### src/hw/obj_pkg.sv
//~~~~~~~~~~~~~~~~~~~~~~~~~~~~~~~~~~~~~~~~~~~~~~~~~
// object table geometry and record types, shared by
// the line scanner, its helpers and the renderer stub
//~~~~~~~~~~~~~~~~~~~~~~~~~~~~~~~~~~~~~~~~~~~~~~~~~
`default_nettype none

package obj_pkg;

    localparam int obj_entries = 256;                // objects per frame table
    localparam int obj_words   = 4;                  // x, y, code, attr
    localparam int tile_px     = 16;                 // tile side, also renderer busy time

    localparam int ent_w    = $clog2(obj_entries);
    localparam int word_w   = $clog2(obj_words);
    localparam int frame_aw = ent_w + word_w;        // table word address

    // word order inside one entry
    localparam logic [word_w-1:0] w_x    = 0;
    localparam logic [word_w-1:0] w_y    = 1;
    localparam logic [word_w-1:0] w_code = 2;
    localparam logic [word_w-1:0] w_attr = 3;

    // attr fields, lsb of each 4-bit count field
    localparam int tile_m = 12;                      // extra rows, bits 15..12
    localparam int tile_n = 8;                       // extra columns, bits 11..8
    localparam int vflip  = 6;
    localparam int hflip  = 5;

    typedef struct packed {
        logic [8:0]  x;
        logic [9:0]  y;
        logic [15:0] code;
        logic [15:0] attr;
    } obj_entry_t;

    // one tile handed to the renderer
    typedef struct packed {
        logic [15:0] code;                           // mapped code plus row/column
        logic [15:0] attr;                           // {0, vsub, attr[7:0]}
        logic [8:0]  hpos;
    } obj_tile_t;

endpackage

`default_nettype wire

### src/hw/obj_line_scan.sv
//~~~~~~~~~~~~~~~~~~~~~~~~~~~~~~~~~~~~~~~~~~~~~~~~~
// walks the frame table one line ahead, filters the
// objects and issues one draw strobe per tile
//~~~~~~~~~~~~~~~~~~~~~~~~~~~~~~~~~~~~~~~~~~~~~~~~~
`default_nettype none

module obj_line_scan (
    input  wire                          clk,
    input  wire                          rst,
    input  wire                          flip,
    input  wire [8:0]                    vrender,        // one line ahead of display
    input  wire                          start,
    // frame table
    output logic [obj_pkg::frame_aw-1:0] scan_addr,
    input  wire [15:0]                   frame_data,
    // bank mapper
    output logic [3:0]                   bank_in,
    input  wire [3:0]                    bank_out,
    input  wire                          unmapped,
    // tile matcher
    output obj_pkg::obj_entry_t          cur_entry,
    output logic [8:0]                   vline,
    output logic [3:0]                   n,
    input  wire                          inzone,
    input  wire [3:0]                    vsub,
    input  wire [15:0]                   code_mn,
    // renderer
    output logic                         dr_start,
    output obj_pkg::obj_tile_t           dr_tile,
    input  wire                          dr_idle,
    output logic                         line_done
);
    import obj_pkg::*;

    typedef enum logic [3:0] {
        st_idle,
        st_rd_x,
        st_rd_y,
        st_rd_code,
        st_rd_attr,
        st_map,
        st_vis,
        st_draw,
        st_rel,
        st_next
    } scan_st_t;

    scan_st_t   st;
    obj_entry_t raw;                                 // words as read with code unmapped
    obj_entry_t prev;                                // previous entry for the repeat filter
    logic [ent_w-1:0] ent;                           // counts 255 down to 0
    logic [3:0] npos;                                // x position of the column
    logic [3:0] ext_n;
    logic       first;                               // no tile yet this line
    logic       repeated;
    logic       reject;
    logic       ent_end;

    assign ext_n    = raw.attr[tile_n +: 4];
    assign repeated = raw == prev;
    assign reject   = unmapped || !inzone || (repeated && !first);

    // last step of an entry when dropped or after its final column
    assign ent_end = (st == st_vis && reject) || (st == st_next && n == ext_n);

    assign bank_in   = raw.code[15:12];              // mapper answers in st_vis
    assign cur_entry = '{x: raw.x, y: raw.y, code: {bank_out, raw.code[11:0]}, attr: raw.attr};

    // word picked by state with data back in the next state
    always_comb begin
        case (st)
            st_rd_y:    scan_addr = {ent, w_y};
            st_rd_code: scan_addr = {ent, w_code};
            st_rd_attr: scan_addr = {ent, w_attr};
            default:    scan_addr = {ent, w_x};
        endcase
    end

    always_ff @(posedge clk or posedge rst) begin
        if (rst) begin
            st        <= st_idle;
            ent       <= '0;
            first     <= 1'b1;
            n         <= 4'd0;
            npos      <= 4'd0;
            dr_start  <= 1'b0;
            line_done <= 1'b0;
        end else begin
            line_done <= 1'b0;
            case (st)
                st_idle: begin
                    if (start) begin                 // ignored while busy
                        ent   <= '1;
                        first <= 1'b1;
                        st    <= st_rd_x;
                    end
                end
                st_rd_x:    st <= st_rd_y;
                st_rd_y:    st <= st_rd_code;
                st_rd_code: st <= st_rd_attr;
                st_rd_attr: st <= st_map;
                st_map:     st <= st_vis;            // mapper result lands here
                st_vis: begin
                    if (!reject) begin
                        first <= 1'b0;
                        n     <= 4'd0;
                        npos  <= raw.attr[hflip] ? ext_n : 4'd0; // hflip starts at the right
                        st    <= st_draw;
                    end
                end
                st_draw: begin
                    if (dr_idle) begin               // hold while renderer busy
                        dr_start <= 1'b1;
                        st       <= st_rel;
                    end
                end
                st_rel: begin
                    dr_start <= 1'b0;
                    st       <= st_next;
                end
                st_next: begin
                    if (n != ext_n) begin
                        n    <= n + 4'd1;
                        npos <= raw.attr[hflip] ? npos - 4'd1 : npos + 4'd1;
                        st   <= st_draw;
                    end
                end
                default: st <= st_idle;
            endcase

            if (ent_end) begin
                if (ent == '0) begin
                    st        <= st_idle;            // whole table done
                    line_done <= 1'b1;
                end else begin
                    ent <= ent - ent_w'(1);
                    st  <= st_rd_x;
                end
            end
        end
    end

    // entry words, line and draw record
    always_ff @(posedge clk) begin
        if (st == st_idle && start) begin
            vline <= vrender ^ {1'b0, {8{flip}}};
        end
        case (st)
            st_rd_y: begin
                prev  <= raw;                        // kept even for skipped entries
                raw.x <= frame_data[8:0];
            end
            st_rd_code: raw.y    <= frame_data[9:0];
            st_rd_attr: raw.code <= frame_data;
            st_map:     raw.attr <= frame_data;
            st_draw: begin
                if (dr_idle) begin
                    dr_tile.code <= code_mn;
                    dr_tile.attr <= {4'd0, vsub, raw.attr[7:0]};
                    dr_tile.hpos <= raw.x + {1'b0, npos, 4'd0} - 9'd1;
                end
            end
            default: ;
        endcase
    end

endmodule

`default_nettype wire

### config.mk
export PLATFORM = sky130hd
export DESIGN_NAME = obj_line_scan
export DESIGN_NICKNAME = d
export VERILOG_FILES = /design/src/hw/obj_pkg.sv /design/src/hw/obj_line_scan.sv
export SDC_FILE = /design/constraint.sdc
export NUM_CORES = 1
export LEC_CHECK = 0
export BUFFER_PORTS_ARGS = -buffer_cell sky130_fd_sc_hd__buf_2
export CAP_MARGIN = 5
export CORE_ASPECT_RATIO = 1.75
export CORE_UTILIZATION = 30
export CTS_CLUSTER_DIAMETER = 40
export DETAILED_ROUTE_END_ITERATION = 10
export SYNTH_ARGS = -nofsm -noshare
export SYNTH_HDL_FRONTEND = slang
export SYNTH_SLANG_ARGS = --single-unit
### constraint.sdc
create_clock -name clk -period 12.1 [get_ports clk]
set_clock_uncertainty 0.2 [all_clocks]
set_input_delay 0.605 -clock clk [delete_from_list [all_inputs] [get_ports clk]]
set_output_delay 0.605 -clock clk [all_outputs]
set_load 0.01 [all_outputs]
==> metrics.yaml, run 1 <==
pwr:
  internal_power_w: 0.00136
  power_switching_w: 0.000663
  vdd_drop_max_v: 0.000106
  p_clk_share_pct: 27.9
  netSwitchingFraction_pct: 32.7
  power_density_nw_per_um2: 232
  power.share.combinational_pct: 25.6
  p_leak_nw: 3.41
  p_seq_share_pct: 46.6
cts:
  clockRootBuffer: "clkbuf_16"
  htree_levels: 4
  holdBufCountCts: 0
  cts_resized: 0
  cts_tree: "done"
  clock_sinks: 171
  postCtsSetupRepairBufs: 0
  clkLatencyLatePin_ns: 0.43
  cts_buffer_depth: 2
  path_clk_slew_ns: 0.07
  cts_made_buffers: 17
yosys:
  synth_fa_ha_area_share_pct: 3.27
  avgSynthCellArea_um2: 15.4
  synthesis.area_um2: 6970
  yosys-top-cells-count: "edfxtp_1 (148), xnor2_1 (36), inv_1 (32), xor2_1 (30), dfrtp_1 (22)"
  yosysTopAreaCell: "edfxtp_1"
  yosysTopAreaCellShare_pct: 63.8
  synth_compound_area_share_pct: 5.84
  ys_async_sr_fraction_pct: 13.5
  synthTopCellsByArea: "edfxtp_1 (64%), dfrtp_1 (7.9%), xnor2_1 (4.5%), xor2_1 (3.8%), ha_1 (2.7%)"
  synth-xor-area-share_pct: 8.30
  synthDistinctLibCells: 52
  muxShareOfSynthArea_pct: 0.772
  yosys.area_share.simple_pct: 6.36
  synth_edf_count: 148
  synth.most_common_cell: "edfxtp_1"
  synth_ff_type: "edfxtp_1"
  ys_ff_latch: 171
  synth_top_family_by_area: "XOR/XNOR gates"
  synth_cells: 452
  yosysSeqAreaShare_pct: 72.1
  ys_warn_count: 0
sta:
  drv_slew: 0
  fmax_mhz: 297
  finalSetupViolations: 0
  final_hold_viol_count: 0
  relSlewSlack_pct: 24.7
  rsz0062_at_grt: "no"
  worst_pin_slew_ns: 1.13
  period_share_pct: 27.8
  setup_tns_ns: 0
  fin_crit_ns: 3.37
setup_path:
  critPathCaptureType: "flop"
  crit_fanout: 22
  crit_required_ns: 12.25
  arrival_ns: 3.52
  worst_setup_path_start_kind: "flop"
  worstSetupPathType: "reg2reg"
final_layout:
  finalNetCount: 696
  fin_util_pct: 38.4
  fillers: 2193
  multiInputGateArea_um2: 1750
  regArea_um2: 5020
  final_layout_size_suffix_gt1_share_pct: 34.0
  n_antenna_cell: 0
  synthToLayoutAreaGrowth_pct: 25.3
global_routing:
  grt_pass1_wl_mm: 24.2
  antenna_found_initial: 0
  first_global_vias: 4242
  grt_usage_pct: 14.3
  grt_max_degree: 62
  overflow: 0
floorplan:
  die_width_um: 117
  dieArea_um2: 23900
  fp.coreArea_um2: 22700
  io_pins: 177
  die_y_um: 204
  fp-row-count: 73
  initial_core_util_pct: 30.6
detailed_routing:
  vias: 4183
  drtIter0Drc: 240
  ant_nets: 0
  wire_per_inst_um: 17.3
  route.detailed.drc: 0
  first_pass_iters: 4
  totalWireLength_mm: 16.2
  via_per_inst: 4.47
run:
  maxCapViolCount: 0
status:
  status: "complete, no violations"
placement:
  gp_congestion: 0.821
  io_buffer_count: 164
  dp_hpwl_mm: 11.8
min_path:
  hold_class: "in2reg"
## final cells by class
class                           count  area share [%]
Sequential cell                   171            57.5
Multi-Input combinational cell    233            20.0
Timing Repair Buffer              167            9.66
Clock buffer                       18            5.03
Tap cell                          300            4.30
Clock inverter                     14            2.02
Inverter                           33            1.42
## path summary, 6_finish.rpt
path	from	to	slack, ns	depth (start not counted)
min in group asynchronous	rst	n[1]	0.18	2
hold / removal	code_mn[13]	dr_tile[38]	0.14	1
hold reg to reg	cur_entry[40]	prev[40]	0.30	0
setup reg to reg	cur_entry[5]	ent[2]	8.73	8
setup / recovery	cur_entry[5]	ent[2]	8.73	8
max in group asynchronous	rst	st[0]	10.95	2
## placed cells by master, fill, tap and decap left out, types with 3 or more instances in the layout
cell type	synthesis	final
a211oi_1	3	3
a21o_1	6	6
a21oi_1	17	17
a22o_1	3	3
a2bb2oi_1	4	4
and3_1	4	4
buf_2	2	164
buf_4	8	3
clkbuf_16	0	17
clkinvlp_4	0	3
conb_1	1	4
dfrtp_1	22	22
edfxtp_1	148	148
ha_1	15	15
inv_1	32	32
inv_6	0	4
inv_8	0	3
mux2_2	3	3
nand2_1	11	11
nand2b_1	10	10
nand3_1	5	5
nand4_1	9	9
nor2_1	15	13
nor3_1	6	5
nor4_1	7	7
o21ai_0	7	7
o22ai_1	3	3
or2_2	3	3
xnor2_1	36	36
xor2_1	30	30
## metrics by stage
stage / std cells / hold slack (ns) / setup WS (ns) / total power [W] / instance area [um2]
2_1_floorplan: 455 / 0.269 / 7.59 / 0.00128 / 6980
3_3_place_gp: 904 / 0.273 / 8.71 / 0.00148 / 8110
3_5_place_dp: 904 / 0.287 / 8.61 / 0.00149 / 8110
6_report: 936 / 0.144 / 8.73 / 0.00203 / 8730
5_1_grt: 936 / 0.116 / 8.44 / 0.00215 / 8730
4_1_cts: 936 / 0.119 / 8.62 / 0.00206 / 8730
## metal layers
layer,share of wire (%),global-route usage [%]
met3,5.8,4.25
met4,2.7,6.74
met2,54,25.4
met1,37,15.3
met5,0,0
## registers in the layout (all words and copies together) (netlist names)
| register | count |
|---|---|
| st | 4 |
| line_done | 1 |
| first | 1 |
| prev | 51 |
| dr_start | 1 |
| bank_in | 4 |
| dr_tile | 37 |
| cur_entry | 47 |
| ent | 8 |
| vline | 9 |
| n | 4 |
| npos | 4 |
## power groups by stage
stage	clock, W	combinational [W]	sequential [W]
finish	0.000565	0.000519	0.000944
global placement	0	0.000528	0.000954
floorplan	0	0.000328	0.000951
CTS	0.000582	0.000534	0.000948
detailed placement	0	0.000531	0.000959
global route	0.000602	0.000586	0.000964
## logic make-up after synthesis
kind of cell	count (synthesis)
other cells	1
buf+inv	51
xor+xnor	66
flops	171
simple gates	82
compound gates	59
mux	5
fa+ha+maj	17
## critical path, cell delays in order (launching register included)
cell and delay [ns]:
edfxtp_1 0.63, xor2_1 0.25, nor4_1 0.35, nand4_1 0.12, nor4_1 0.32, a21oi_1 0.17, o22ai_2 0.72, a21o_1 0.32
a2bb2oi_1 0.19
No activity file was read; power rests on OpenSTA's default activity.
==> run 2: changes to the inputs <==
--- a/config.mk
+++ b/config.mk
@@ -5,6 +5,7 @@
 export SDC_FILE = /design/constraint.sdc
 export NUM_CORES = 1
 export LEC_CHECK = 0
+export ABC_AREA = 1
 export BUFFER_PORTS_ARGS = -buffer_cell sky130_fd_sc_hd__buf_2
 export CAP_MARGIN = 5
 export CORE_ASPECT_RATIO = 1.75
==> constraint.sdc (replaced) <==
create_clock -name clk -period 2.9 [get_ports clk]
set_clock_uncertainty 0.2 [all_clocks]
set_input_delay 0.145 -clock clk [delete_from_list [all_inputs] [get_ports clk]]
set_output_delay 0.145 -clock clk [all_outputs]
set_load 0.01 [all_outputs]
==> metrics.yaml, run 2 <==
pwr:
  vdd_drop_max_v: 0.000410  # +290%
  p_clk_share_pct: 25.9  # -2.0 points
  internal_power_w: 0.00546  # +300%
  power_switching_w: 0.00296  # +350%
  power_density_nw_per_um2: 851  # +270%
  p_seq_share_pct: 45.2  # -1.4 points
  p_leak_nw: 4.55  # +33%
  power.share.combinational_pct: 28.9  # +3.3 points
  netSwitchingFraction_pct: 35.2  # +2.4 points
setup_path:
  crit_fanout: 5  # -77%
  critPathCaptureType: "flop"
  crit_required_ns: 2.89  # -9.36 ns
  arrival_ns: 2.38  # -1.14 ns
  worstSetupPathType: "reg2reg"
  worst_setup_path_start_kind: "flop"
sta:
  relSlewSlack_pct: 38.4  # +14 points
  rsz0062_at_grt: "no"
  fin_crit_ns: 2.38  # -0.985 ns
  worst_pin_slew_ns: 0.923  # -0.204 ns
  final_hold_viol_count: 0  # unchanged
  finalSetupViolations: 0  # unchanged
  period_share_pct: 82.2  # +54 points
  fmax_mhz: 419  # +41%
  setup_tns_ns: 0  # unchanged
  drv_slew: 0  # unchanged
cts:
  clock_sinks: 171  # unchanged
  htree_levels: 4  # unchanged
  cts_buffer_depth: 2  # unchanged
  clockRootBuffer: "clkbuf_16"
  cts_resized: 0  # unchanged
  cts_made_buffers: 17  # unchanged
  clkLatencyLatePin_ns: 0.44  # about the same
  postCtsSetupRepairBufs: 0  # unchanged
  path_clk_slew_ns: 0.07  # about the same
  cts_tree: "done"
placement:
  gp_congestion: 0.798  # -2.8%
  dp_hpwl_mm: 14.2  # +20%
  io_buffer_count: 164  # unchanged
status:
  status: "complete, no violations"
yosys:
  synthesis.area_um2: 7540  # +8.2%
  ys_warn_count: 0  # unchanged
  synth_cells: 701  # +55%
  synthTopCellsByArea: "edfxtp_1 (59%), nand2_1 (11%), dfrtp_1 (7.3%), inv_1 (6.3%), ha_1 (2.5%)"
  synthDistinctLibCells: 33  # -37%
  yosysTopAreaCellShare_pct: 58.9  # -4.9 points
  synth_edf_count: 148  # unchanged
  avgSynthCellArea_um2: 10.8  # -30%
  ys_async_sr_fraction_pct: 13.5  # unchanged
  yosys-top-cells-count: "nand2_1 (217), edfxtp_1 (148), inv_1 (126), nor2_1 (49), dfrtp_1 (22)"
  synth.most_common_cell: "nand2_1"
  synth_ff_type: "edfxtp_1"
  yosysSeqAreaShare_pct: 66.6  # -5.5 points
  yosysTopAreaCell: "edfxtp_1"
  ys_ff_latch: 171  # unchanged
final_layout:
  synthToLayoutAreaGrowth_pct: 31.2
  finalNetCount: 1013  # +46%
  regMostFlops: "prev"
  fin_util_pct: 40.2  # +1.8 points
  final_cell_mix: "nand2_1 (217), buf_2 (164), edfxtp_1 (148)"
  n_antenna_cell: 0  # unchanged
  largest_reg_flops: 51  # unchanged
  final_layout_size_suffix_gt1_share_pct: 23.3  # -11 points
  regArea_um2: 5020  # unchanged
  multiInputGateArea_um2: 1950  # +12%
  fillers: 2373  # +8.2%
  layout.cells.most_common: "nand2_1"
detailed_routing:
  totalWireLength_mm: 19.2  # +19%
  drtIter0Drc: 265  # +10%
  first_pass_iters: 5  # +1
  via_per_inst: 4.25  # -4.8%
  vias: 5381  # +29%
  routed.top_layer: "met4"
  route.detailed.drc: 0  # unchanged
  dr_wl_met2_mm: 10.4  # +19%
  ant_nets: 0  # unchanged
  wl_met3_um: 822  # -13%
  m1WireLength_mm: 7.42  # +23%
  wire_per_inst_um: 15.2  # -12%
floorplan:
  io_pins: 177  # unchanged
  fp-row-count: 76  # +4.1%
  dieArea_um2: 25800  # +8.1%
  fp.coreArea_um2: 24600  # +8.3%
  die_y_um: 212  # +4.0%
  initial_core_util_pct: 30.6  # about the same
  die_width_um: 122  # +4.0%
global_routing:
  grt_pass1_wl_mm: 29.1  # +20%
  first_global_vias: 5325  # +26%
  antenna_found_initial: 0  # unchanged
  overflow: 0  # unchanged
  grt_usage_pct: 15.7  # +1.4 points
  grt_max_degree: 61  # -1.6%
min_path:
  hold_class: "in2out"
run:
  maxCapViolCount: 0  # unchanged
## run 2: area by class of cell
| cell class | count | share of cell area, % |
|---|---|---|
| clock buffer | 17 | 4.30 |
| clock inverter | 15 | 1.39 |
| inverter | 128 | 4.86 |
| multi-input combinational | 391 | 19.7 |
| sequential | 171 | 50.7 |
| tap | 312 | 3.95 |
| timing repair buffer | 231 | 15.0 |
## run 2: logic make-up (layout without fill, tap and decap cells)
| logic type | after synthesis | after routing | share of synthesized area (%) |
|---|---|---|---|
| and+or+nand+nor | 302 | 302 | 16.2 |
| DFF | 171 | 171 | 66.6 |
| buffers and inverters | 142 | 391 | 7.78 |
| AOI/OAI and AO/OA | 36 | 36 | 2.62 |
| xor gates and xnor gates | 32 | 32 | 3.72 |
| adders and majority gates | 17 | 17 | 3.02 |
| other | 1 | 4 | 0.0497 |
## run 2: worst paths after layout
path,from,endpoint,slack [ns],depth (start not counted)
max reg2reg,cur_entry[44],dr_tile[8],0.52,11
min,bank_out[0],cur_entry[28],0.09,0
max,cur_entry[44],dr_tile[8],0.52,11
min reg2reg,first,first,0.29,2
max in group asynchronous,rst,n[0],1.68,3
min in group asynchronous,rst,ent[4],0.25,3
## run 2: routing by layer
metal,vias up,global-route usage [%]
li1,2703,-
met1,2513,16.9
met2,139,28.1
met3,26,3.58
met4,0,8.00
met5,-,0
## run 2: through the flow
stage | setup slack, ns | hold WS [ns] | total power (W) | instance area (um2) | instances
after floorplan | 0.0904 | -0.0538 | 0.00530 | 7550 | 704
after global routing | 0.243 | 0.0900 | 0.00899 | 9890 | 1265
after detailed placement | 0.560 | 0.0901 | 0.00626 | 8770 | 1177
after CTS | 0.541 | 0.0901 | 0.00855 | 9890 | 1265
final | 0.515 | 0.0900 | 0.00842 | 9890 | 1265
after global placement | 0.600 | 0.0901 | 0.00622 | 8770 | 1177
## run 2: what timing repair did
action / in CTS / in global routing
endpoints found under the setup margin: 0 / 0
hold endpoints to repair: 107 / 0
hold buffers: 56 / 0
## run 2: critical path: stages, from the launching register on
cell and delay, ns:
edfxtp_1 0.52, ha_1 0.41, a21oi_1 0.15, nand2_1 0.10, nand2_1 0.07, nand2_1 0.05, a21oi_1 0.20, nor2_1 0.06
o21ai_0 0.20, nand2_1 0.09, nand2_1 0.06, nand2_1 0.04
## run 2: power by group through the flow
stage	clock network (W)	registers, W	logic (W)
detailed placement	0	0.00386	0.00241
global route	0.00234	0.00388	0.00278
CTS	0.00226	0.00381	0.00248
floorplan	0	0.00389	0.00141
finish	0.00218	0.00380	0.00243
global placement	0	0.00384	0.00238
==> run 3: changes to the inputs <==
==> constraint.sdc (replaced) <==
create_clock -name clk -period 2.4 [get_ports clk]
set_clock_uncertainty 0.2 [all_clocks]
set_input_delay 0.12 -clock clk [delete_from_list [all_inputs] [get_ports clk]]
set_output_delay 0.12 -clock clk [all_outputs]
set_load 0.01 [all_outputs]
==> metrics.yaml, run 3 (synthesis results as in run 2) <==
final_layout:
  layout.cells.most_common: "nand2_1"
  regMostFlops: "prev"
  n_antenna_cell: 0  # unchanged
  synthToLayoutAreaGrowth_pct: 33.6
  largest_reg_flops: 51  # unchanged
  regArea_um2: 5020  # unchanged
  final_layout_size_suffix_gt1_share_pct: 25.0  # +1.7 points
  final_cell_mix: "nand2_1 (216), buf_2 (164), edfxtp_1 (148)"
  multiInputGateArea_um2: 1980  # +1.5%
  fin_util_pct: 40.9  # +0.72 points
  fillers: 2379  # +0.25%
  fin_cells: 1281  # +1.3%
  finalNetCount: 1029  # +1.6%
floorplan:
  initial_core_util_pct: 30.6  # unchanged
  dieArea_um2: 25800  # unchanged
  fp-row-count: 76  # unchanged
  io_pins: 177  # unchanged
  die_y_um: 212  # unchanged
  fp.coreArea_um2: 24600  # unchanged
  die_width_um: 122  # unchanged
min_path:
  hold_class: "in2reg"
detailed_routing:
  via_per_inst: 4.29  # +0.95%
  ant_nets: 0  # unchanged
  totalWireLength_mm: 19.4  # +0.85%
  vias: 5501  # +2.2%
  route.detailed.drc: 0  # unchanged
  wire_per_inst_um: 15.1  # -0.41%
  first_pass_iters: 7  # +2
  drtIter0Drc: 236  # -11%
global_routing:
  grt_max_degree: 61  # unchanged
  grt_usage_pct: 15.8  # +0.14 points
  grt_pass1_wl_mm: 29.5  # +1.4%
  first_global_vias: 5544  # +4.1%
  antenna_found_initial: 0  # unchanged
  overflow: 0  # unchanged
sta:
  final_hold_viol_count: 0  # unchanged
  drv_slew: 0  # unchanged
  fmax_mhz: 457  # +8.9%
  rsz0062_at_grt: "no"
  finalSetupViolations: 0  # unchanged
  fin_crit_ns: 2.19  # -0.195 ns
  setup_tns_ns: 0  # unchanged
  period_share_pct: 91.2  # +9.0 points
  setup_slack_ns: 0.210  # -0.305 ns
cts:
  clkLatencyLatePin_ns: 0.44  # about the same
  cts_made_buffers: 17  # unchanged
  clockRootBuffer: "clkbuf_16"
  htree_levels: 4  # unchanged
  cts_buffer_depth: 2  # unchanged
  cts_tree: "done"
  clock_sinks: 171  # unchanged
  path_clk_slew_ns: 0.07  # about the same
placement:
  gp_congestion: 0.836  # +4.8%
  dp_slack_ns: 0.106  # -0.455 ns
  dp_hpwl_mm: 14.0  # -1.7%
  dpl.cell_count: 1190  # +1.1%
  io_buffer_count: 164  # unchanged
pwr:
  p_total_w: 0.0105  # +24%
  p_seq_share_pct: 43.5  # -1.7 points
  power_switching_w: 0.00359  # +21%
  power_density_nw_per_um2: 1040  # +22%
  p_clk_share_pct: 27.1  # +1.2 points
  netSwitchingFraction_pct: 34.3  # -0.89 points
  vdd_drop_max_v: 0.000498  # +22%
  power.share.combinational_pct: 29.5  # +0.6 points
  internal_power_w: 0.00688  # +26%
  p_leak_nw: 4.63  # +1.8%
setup_path:
  worst_setup_path_start_kind: "flop"
  crit_fanout: 4  # -1
  rrSetupSlack_ns: 0.21  # -0.30 ns
  critPathCaptureType: "flop"
  worstSetupPathType: "reg2reg"
  crit_required_ns: 2.40  # -0.49 ns
  arrival_ns: 2.18  # -0.20 ns
run:
  maxCapViolCount: 0  # unchanged
status:
  status: "complete, no violations"
run 3: changes by cell type in the layout (fill, tap and decap cells not counted), sizes merged:
| cell | change |
|---|---|
| buf | +15 |
| bufinv | +2 |
| clkbuf | +2 |
| clkinv | -2 |
| inv | -1 |
run 3: repair_timing:
action,CTS,global route
hold buffers,56,0
endpoints found under the hold margin,109,0
setup buffers,0,2
endpoints found under the setup margin,0,10
resized for setup,0,7
run 3: final timing paths:
kind,endpoint,start,cells after the start
hold reg to reg,first,first,2
setup / recovery,dr_tile[7],npos[0],10
max in group asynchronous,first,rst,4
setup reg to reg,dr_tile[7],npos[0],10
min in group asynchronous,line_done,rst,4
hold / removal,ent[6],unmapped,7
run 3: metrics by stage:
| step | hold WS [ns] | instance area (um2) |
|---|---|---|
| 2_1_floorplan | -0.0788 | 7560 |
| 3_3_place_gp | -0.0187 | 8870 |
| 3_5_place_dp | -0.0166 | 8870 |
| 4_1_cts | 0.0299 | 10000 |
| 5_1_grt | 0.0400 | 10100 |
| 6_report | 0.0395 | 10100 |
run 3: power by group through the flow:
stage | combinational [W] | clock, W | sequential (W)
final | 0.00308 | 0.00283 | 0.00455
after global routing | 0.00352 | 0.00300 | 0.00463
after CTS | 0.00308 | 0.00289 | 0.00456
after detailed placement | 0.00298 | 0 | 0.00462
after global placement | 0.00296 | 0 | 0.00459
after floorplan | 0.00172 | 0 | 0.00469
run 3: cell type report:
| type | count | share of cell area [%] |
|---|---|---|
| clock buffer | 19 | 4.30 |
| clock inverter | 13 | 1.55 |
| inverter | 128 | 4.81 |
| multi-input combinational | 391 | 19.7 |
| sequential | 171 | 49.9 |
| tap | 312 | 3.88 |
| timing repair buffer | 246 | 15.9 |
| timing repair inverter | 1 | 0.0497 |
run 3: metal layers:
layer  track usage, %  routed length [um]  part of all wire (%)
met1             16.1                7120                    37
met2             29.1               10700                    55
met3             3.99                 948                   4.9
met4             8.09                 592                   3.1
met5                0                   0                     0
run 3: critical path: stages (launching register included):
cell and delay (ns):
dfrtp_1 0.39, inv_1 0.12, ha_1 0.24, inv_1 0.09, ha_4 0.21, a21oi_1 0.14, inv_1 0.06, a31oi_2 0.17
o21bai_1 0.08, a21oi_1 0.15, xnor2_1 0.07
